==> src/logic/tcdm_bus_pkg.sv <==
// --------------------------------------------------------------------------
// TCDM bus field widths and request / response payload structs
// --------------------------------------------------------------------------

package tcdm_bus_pkg;

  parameter int unsigned tcdm_addr_w = 32;
  parameter int unsigned tcdm_data_w = 32;
  parameter int unsigned tcdm_be_w   = tcdm_data_w / 8;  // one strobe per byte

  // request beat, 69 bits
  typedef struct packed {
    logic [tcdm_addr_w-1:0] add;   // byte address
    logic                   wen;   // 1 = read, 0 = write
    logic [tcdm_be_w-1:0]   be;    // byte enables
    logic [tcdm_data_w-1:0] data;  // write data
  } tcdm_req_t;

  // response beat, read data only
  typedef struct packed {
    logic [tcdm_data_w-1:0] r_data;
  } tcdm_rsp_t;

endpackage

==> src/logic/fifo_pkg.sv <==
// --------------------------------------------------------------------------
// queue status flags and default queue depth
// --------------------------------------------------------------------------

package fifo_pkg;

  // depth used when the top level is not overridden
  parameter int unsigned default_depth = 8;

  typedef struct packed {
    logic empty;  // nothing stored
    logic full;   // no free slot
  } fifo_flags_t;

endpackage

==> src/logic/stream_fifo.sv <==
// --------------------------------------------------------------------------
// flip-flop FIFO with valid/ready ports and a type-parameterized payload
// --------------------------------------------------------------------------

module stream_fifo #(
  parameter int unsigned FIFO_DEPTH = fifo_pkg::default_depth,  // power of two, >= 2
  parameter type         payload_t  = logic
) (
  input  logic                  clk_i,
  input  logic                  rst_ni,
  input  logic                  clear_i,       // synchronous flush
  // push side
  input  logic                  push_valid_i,
  output logic                  push_ready_o,
  input  payload_t              push_data_i,
  // pop side
  output logic                  pop_valid_o,
  input  logic                  pop_ready_i,
  output payload_t              pop_data_o,
  output fifo_pkg::fifo_flags_t flags_o
);

  localparam int unsigned ptr_w = $clog2(FIFO_DEPTH);
  localparam int unsigned cnt_w = ptr_w + 1;  // must reach FIFO_DEPTH itself

  payload_t         mem_q [FIFO_DEPTH];  // storage, no reset needed
  logic [ptr_w-1:0] wr_ptr_q;
  logic [ptr_w-1:0] rd_ptr_q;
  logic [cnt_w-1:0] count_q;             // occupancy
  logic             push_fire;
  logic             pop_fire;

  assign push_ready_o = (count_q != cnt_w'(FIFO_DEPTH));  // no slot freed by same-cycle pop
  assign pop_valid_o  = (count_q != '0);
  assign push_fire    = push_valid_i & push_ready_o;
  assign pop_fire     = pop_valid_o & pop_ready_i;

  assign pop_data_o = mem_q[rd_ptr_q];  // head, straight from the register

  assign flags_o.empty = ~pop_valid_o;
  assign flags_o.full  = ~push_ready_o;

  // pointers wrap on their own since depth is a power of two
  always_ff @(posedge clk_i or negedge rst_ni) begin
    if (!rst_ni) begin
      wr_ptr_q <= '0;
      rd_ptr_q <= '0;
      count_q  <= '0;
    end else if (clear_i) begin
      wr_ptr_q <= '0;
      rd_ptr_q <= '0;
      count_q  <= '0;
    end else begin
      if (push_fire) wr_ptr_q <= wr_ptr_q + 1'b1;
      if (pop_fire)  rd_ptr_q <= rd_ptr_q + 1'b1;
      case ({push_fire, pop_fire})
        2'b10:   count_q <= count_q + 1'b1;
        2'b01:   count_q <= count_q - 1'b1;
        default: count_q <= count_q;  // idle, or push and pop together
      endcase
    end
  end

  // written item shows up at the pop port one cycle later
  always_ff @(posedge clk_i) begin
    if (push_fire) begin
      mem_q[wr_ptr_q] <= push_data_i;
    end
  end

  // occupancy stays within the storage over any sequence of pushes and pops
  a_count_bound : assert property (
    @(posedge clk_i) disable iff (!rst_ni)
    count_q <= cnt_w'(FIFO_DEPTH)
  );

  // a stalled head keeps its value until it is taken
  a_head_stable : assert property (
    @(posedge clk_i) disable iff (!rst_ni)
    (pop_valid_o && !pop_ready_i && !clear_i) |=> $stable(pop_data_o)
  );

endmodule

==> src/logic/rsp_hold_buf.sv <==
// --------------------------------------------------------------------------
// one-entry catch register for memory responses ahead of the response FIFO
// --------------------------------------------------------------------------

module rsp_hold_buf (
  input  logic                    clk_i,
  input  logic                    rst_ni,
  input  logic                    clear_i,
  input  logic                    r_valid_i,     // memory response pulse, never stalled
  input  tcdm_bus_pkg::tcdm_rsp_t r_data_i,
  input  logic                    push_ready_i,  // response FIFO has room
  output logic                    push_valid_o,
  output tcdm_bus_pkg::tcdm_rsp_t push_data_o
);

  import tcdm_bus_pkg::*;

  logic      held_q;       // an entry is waiting for the FIFO
  tcdm_rsp_t held_data_q;
  logic      catch_en;     // response arrives and the FIFO refuses it

  assign catch_en = r_valid_i & ~push_ready_i;

  // a fresh response goes straight through, else offer the held one
  assign push_valid_o = r_valid_i | held_q;
  assign push_data_o  = r_valid_i ? r_data_i : held_data_q;

  always_ff @(posedge clk_i or negedge rst_ni) begin
    if (!rst_ni) begin
      held_q <= 1'b0;
    end else if (clear_i) begin
      held_q <= 1'b0;
    end else begin
      held_q <= push_valid_o & ~push_ready_i;  // anything offered but not taken
    end
  end

  always_ff @(posedge clk_i) begin
    if (catch_en) begin
      held_data_q <= r_data_i;
    end
  end

  // request gating upstream keeps a second response from landing on a full
  // buffer, otherwise the held entry would be overwritten
  a_no_overflow : assert property (
    @(posedge clk_i) disable iff (!rst_ni)
    !(held_q && r_valid_i && !push_ready_i)
  );

endmodule

==> src/logic/tcdm_fifo_ctrl.sv <==
// --------------------------------------------------------------------------
// req/gnt mapping onto the queues, memory request gating, status flags
// --------------------------------------------------------------------------

module tcdm_fifo_ctrl (
  // target side handshake
  input  logic                  tgt_req_i,
  output logic                  tgt_gnt_o,
  // request queue
  output logic                  req_push_valid_o,
  input  logic                  req_push_ready_i,
  input  logic                  req_pop_valid_i,
  output logic                  req_pop_ready_o,
  input  fifo_pkg::fifo_flags_t req_flags_i,
  // response path
  input  logic                  rsp_push_ready_i,  // response FIFO can take a beat
  input  fifo_pkg::fifo_flags_t rsp_flags_i,
  // initiator side handshake
  output logic                  init_req_o,
  input  logic                  init_gnt_i,
  output logic                  init_r_ready_o,
  output fifo_pkg::fifo_flags_t flags_o
);

  // target req/gnt is the push handshake of the request queue
  assign req_push_valid_o = tgt_req_i;
  assign tgt_gnt_o        = req_push_ready_i;

  // only talk to memory while its answer has somewhere to go
  assign init_req_o      = req_pop_valid_i & rsp_push_ready_i;
  assign req_pop_ready_o = init_gnt_i;        // gnt only follows a raised req
  assign init_r_ready_o  = rsp_push_ready_i;  // advisory, responses are never refused

  // whole block is idle when both queues are drained
  assign flags_o.empty = req_flags_i.empty & rsp_flags_i.empty;
  assign flags_o.full  = 1'b0;  // not supported at this level

endmodule

==> src/logic/tcdm_fifo.sv <==
// --------------------------------------------------------------------------
// TCDM decoupling queue top: request FIFO, response FIFO, hold buffer, ctrl
// --------------------------------------------------------------------------

module tcdm_fifo #(
  parameter int unsigned FIFO_DEPTH = fifo_pkg::default_depth  // per queue
) (
  input  logic                    clk_i,
  input  logic                    rst_ni,
  input  logic                    clear_i,
  output fifo_pkg::fifo_flags_t   flags_o,             // only empty is valid
  // target side, towards the accelerator
  input  logic                    tgt_req_i,
  output logic                    tgt_gnt_o,
  input  tcdm_bus_pkg::tcdm_req_t tgt_req_payload_i,
  output logic                    tgt_r_valid_o,
  input  logic                    tgt_r_ready_i,
  output tcdm_bus_pkg::tcdm_rsp_t tgt_rsp_o,
  // initiator side, towards memory
  output logic                    init_req_o,
  input  logic                    init_gnt_i,
  output tcdm_bus_pkg::tcdm_req_t init_req_payload_o,
  input  logic                    init_r_valid_i,
  output logic                    init_r_ready_o,
  input  tcdm_bus_pkg::tcdm_rsp_t init_rsp_i
);

  import tcdm_bus_pkg::*;
  import fifo_pkg::*;

  logic        req_push_valid;
  logic        req_push_ready;
  logic        req_pop_valid;
  logic        req_pop_ready;
  fifo_flags_t req_flags;

  logic        rsp_push_valid;  // from the hold buffer
  logic        rsp_push_ready;
  tcdm_rsp_t   rsp_push_data;
  fifo_flags_t rsp_flags;

  tcdm_fifo_ctrl i_ctrl (
    .tgt_req_i        ( tgt_req_i      ),
    .tgt_gnt_o        ( tgt_gnt_o      ),
    .req_push_valid_o ( req_push_valid ),
    .req_push_ready_i ( req_push_ready ),
    .req_pop_valid_i  ( req_pop_valid  ),
    .req_pop_ready_o  ( req_pop_ready  ),
    .req_flags_i      ( req_flags      ),
    .rsp_push_ready_i ( rsp_push_ready ),
    .rsp_flags_i      ( rsp_flags      ),
    .init_req_o       ( init_req_o     ),
    .init_gnt_i       ( init_gnt_i     ),
    .init_r_ready_o   ( init_r_ready_o ),
    .flags_o          ( flags_o        )
  );

  // outgoing requests, target -> memory
  stream_fifo #(
    .FIFO_DEPTH ( FIFO_DEPTH ),
    .payload_t  ( tcdm_req_t )
  ) i_req_fifo (
    .clk_i        ( clk_i              ),
    .rst_ni       ( rst_ni             ),
    .clear_i      ( clear_i            ),
    .push_valid_i ( req_push_valid     ),
    .push_ready_o ( req_push_ready     ),
    .push_data_i  ( tgt_req_payload_i  ),
    .pop_valid_o  ( req_pop_valid      ),
    .pop_ready_i  ( req_pop_ready      ),
    .pop_data_o   ( init_req_payload_o ),
    .flags_o      ( req_flags          )
  );

  // catches a response the queue cannot take in its arrival cycle
  rsp_hold_buf i_hold_buf (
    .clk_i        ( clk_i          ),
    .rst_ni       ( rst_ni         ),
    .clear_i      ( clear_i        ),
    .r_valid_i    ( init_r_valid_i ),
    .r_data_i     ( init_rsp_i     ),
    .push_ready_i ( rsp_push_ready ),
    .push_valid_o ( rsp_push_valid ),
    .push_data_o  ( rsp_push_data  )
  );

  // incoming responses, memory -> target
  stream_fifo #(
    .FIFO_DEPTH ( FIFO_DEPTH ),
    .payload_t  ( tcdm_rsp_t )
  ) i_rsp_fifo (
    .clk_i        ( clk_i          ),
    .rst_ni       ( rst_ni         ),
    .clear_i      ( clear_i        ),
    .push_valid_i ( rsp_push_valid ),
    .push_ready_o ( rsp_push_ready ),
    .push_data_i  ( rsp_push_data  ),
    .pop_valid_o  ( tgt_r_valid_o  ),
    .pop_ready_i  ( tgt_r_ready_i  ),
    .pop_data_o   ( tgt_rsp_o      ),
    .flags_o      ( rsp_flags      )
  );

endmodule

==> config.mk <==
export PLATFORM = sky130hd
export DESIGN_NAME = tcdm_fifo
export DESIGN_NICKNAME = d
export VERILOG_FILES = /design/src/logic/tcdm_bus_pkg.sv /design/src/logic/fifo_pkg.sv /design/src/logic/stream_fifo.sv /design/src/logic/rsp_hold_buf.sv /design/src/logic/tcdm_fifo_ctrl.sv /design/src/logic/tcdm_fifo.sv
export SDC_FILE = /design/constraint.sdc
export NUM_CORES = 1
export LEC_CHECK = 0
export ABC_CLOCK_PERIOD_IN_PS = 10300
export BUFFER_PORTS_ARGS = -buffer_cell sky130_fd_sc_hd__buf_4
export CAP_MARGIN = 25
export CORE_ASPECT_RATIO = 1.1
export CORE_MARGIN = 4
export CORE_UTILIZATION = 30
export CTS_BUF_LIST = sky130_fd_sc_hd__clkbuf_2 sky130_fd_sc_hd__clkbuf_4 sky130_fd_sc_hd__clkbuf_8
export CTS_CLUSTER_SIZE = 8
export DETAILED_ROUTE_END_ITERATION = 10
export HOLD_SLACK_MARGIN = 0.08
export MAX_ROUTING_LAYER = met4
export SLEW_MARGIN = 20
export SYNTH_ARGS = -nofsm -noshare
export SYNTH_HDL_FRONTEND = slang
export SYNTH_SLANG_ARGS = --single-unit
==> constraint.sdc <==
create_clock -name clk_i -period 10.3 [get_ports clk_i]
set_input_delay 1.03 -clock clk_i [delete_from_list [all_inputs] [get_ports clk_i]]
set_output_delay 1.03 -clock clk_i [all_outputs]
set_load 0.03 [all_outputs]
==> impl_metrics.ini <==
[status]
status = finished clean

[sta]
rsz0062_at_grt = no
period_minus_slack_ns = 4.74
tns_ns = 0
finClkSkew_ns = 0.0464
tightest_slew_ns = 0.974
setup_viol = 0
drv_slew = 0
finalHoldViolations = 0
final.period_utilization = 0.460
holdWs_ns = 0.423
fmax_mhz = 211
relSlewSlack = 0.351

[synthesis]
syn_area_um2 = 33000
ys_types = 51
ys_seq_area_frac = 0.781
yosysWarnings = 0
synth_cells = 1401
syn_avg_cell_area_um2 = 23.5
synth_nets = 1517
synth.area.top_cells = edfxtp_1, mux4_2, mux2_2, dfrtp_1, clkbuf_1
ys_seq_elements = 861
synth_top_area_share = 0.765
synth_edf_count = 840
ys_async_sr_fraction = 0.0244
synth_top_area_cell = edfxtp_1
synthFlopType = edfxtp_1

[die]
die_area_um2 = 115000
die_x_um = 324
initial_core_util = 0.302
fp.dieH_um = 356
num_io_pins = 215
fp-row-count = 127
core_um2 = 109000

[detailed_routing]
vias = 15200
viasPerCell = 4.67
firstDrtPassIters = 5
drc_errors = 0
drt_iter0_drc = 1289
final_antenna_net_count = 0
totalWireLength_mm = 72.9
post_drt_wl_per_cell_um = 22.4

[pwr]
p_clk_frac = 0.320
pwr-share-seq = 0.449
p_total_w = 0.00941
internal-power_w = 0.00668
p_switching_w = 0.00272
ir_drop_mv = 0.169
swShare = 0.290
power_leakage_nw = 12.5
p_per_area_nw_per_um2 = 239
p_comb_frac = 0.231

[clock_tree]
cts_tree = built
cts_made_buffers = 146
path_clk_slew_ns = 0.06
h-tree-depth = 4
clkLatencyLatePin_ns = 0.82
clockRootBuffer = clkbuf_8
clockBufferDepth = 3
clkSinkCount = 861

[critical_path]
crit_arrival_ns = 3.71
cp_data_required_time_ns = 9.27
crit_type = reg2out
crit_path_start_kind = flop
worst-r2r-cell-count = 5
crit_path_max_fanout = 106
cp-end-kind = primary output

[layout]
final_common_cell = edfxtp_1
drive_above_1_share = 0.456
mostFrequentLayoutCells = edfxtp_1, buf_4, mux4_2, clkbuf_8, mux2_2
nets = 1841
num-fill-cells = 9960
area_delta_synth_final_pct = 19.3

[global_routing]
track_usage = 0.131
grt_pass1_vias = 16700
grt_pass1_wl_mm = 108
grt-ovfl-total = 0
grt_max_degree = 107
antenna_found_initial = 8

[placement]
numPortBuffers = 213
place_congestion = 0.695
dp_hpwl_mm = 39.3

[run]
max-cap-violations = 0

[min_path]
hold_class = in2reg
holdPathStages = 1
## routing by layer
layer  vias up  part of all wire  GRT usage  wire, µm
met4         0             0.020     0.0390      1470
li1       6600                 -          -         -
met1      8052              0.41      0.159     29800
met2       451              0.48      0.205     35400
met5         -                 0          -         0
met3       111             0.087     0.0490      6370
## path summary, 6_finish.rpt
path,end,from,slack (ns)
setup / recovery,init_req_payload_o[18],i_req_fifo.rd_ptr_q[0]$_DFFE_PN0P_,5.56
hold / removal,i_hold_buf.held_data_q[24]$_DFFE_PP_,init_rsp_i[24],0.42
setup reg to reg,i_req_fifo.mem_q[5][17]$_DFFE_PP_,i_req_fifo.count_q[1]$_DFFE_PN0P_,7.29
hold reg to reg,i_req_fifo.count_q[3]$_DFFE_PN0P_,i_req_fifo.count_q[3]$_DFFE_PN0P_,0.52
max in group asynchronous,i_req_fifo.rd_ptr_q[0]$_DFFE_PN0P_,rst_ni,9.28
min in group asynchronous,i_rsp_fifo.rd_ptr_q[1]$_DFFE_PN0P_,rst_ni,0.75
## layout make-up
cell class              instances  area, µm²  share of cell area
diodes                          8       20.0            0.000509
clock buffers                 191       2350              0.0598
clock inverters                62        524              0.0133
inverters                       4       15.0            0.000382
multi-input cells             465       6980               0.177
flip-flops and latches        861      25800               0.655
well taps                    1419       1780              0.0451
repair buffers                247       1910              0.0485
## synthesized netlist by cell type (all sizes together), types with 5 or more instances
library cell and number:
a21oi 10, buf 34, clkbuf 37, dfrtp 21, edfxtp 840, ha 8
mux2 137, mux4 202, nand2 11, nand3 10, nor2 20, nor2b 5
nor3 10, o21ai 8, xor2 9
## stage by stage
step,util,instances,setup slack (ns),cell area [µm²]
finish,0.360,3257,5.56,39300
floorplan,-,1401,1.05,33000
CTS,0.360,3248,5.39,39300
detailed placement,0.334,2994,6.30,36400
global placement,0.333,2993,6.18,36400
global route,0.360,3256,5.22,39300
## power by group through the flow
stage               registers (W)  logic (W)  clock network (W)
floorplan                 0.00423    0.00153                  0
global placement          0.00430    0.00217                  0
detailed placement        0.00431    0.00221                  0
CTS                       0.00424    0.00222            0.00313
global route              0.00425    0.00232            0.00330
finish                    0.00422    0.00217            0.00301
## cells by family (layout without fill, tap and decap cells)
family	after synthesis	count (layout)	synth area share
AOI/OAI and AO/OA	30	30	0.00603
muxes	340	340	0.185
other	1	9	0.000114
buffers and inverters	75	504	0.00994
adders and majority gates	8	8	0.00303
xor gates and xnor gates	9	9	0.00239
and+or+nand+nor	77	77	0.0130
DFF	861	861	0.781
## state kept, by name (all words and copies together), names as in the netlist
name                    count
i_req_fifo.mem_q          552
i_rsp_fifo.mem_q          256
i_hold_buf.held_data_q     32
i_req_fifo.count_q          4
i_rsp_fifo.count_q          4
i_req_fifo.rd_ptr_q         3
i_req_fifo.wr_ptr_q         3
i_rsp_fifo.rd_ptr_q         3
i_rsp_fifo.wr_ptr_q         3
i_hold_buf.held_q           1
## critical path, cell delays in order, from the launching register on
cell	delay, ns
dfrtp_4	0.89
buf_12	0.69
mux4_2	0.61
mux2_2	0.30
buf_4	0.18
## what timing repair did
item,CTS,global route
endpoints found under the hold margin,21,0
resized for setup,0,0
hold buffers,1,0
setup buffers,0,0
Note: power is estimated with default switching activity, not from simulation.
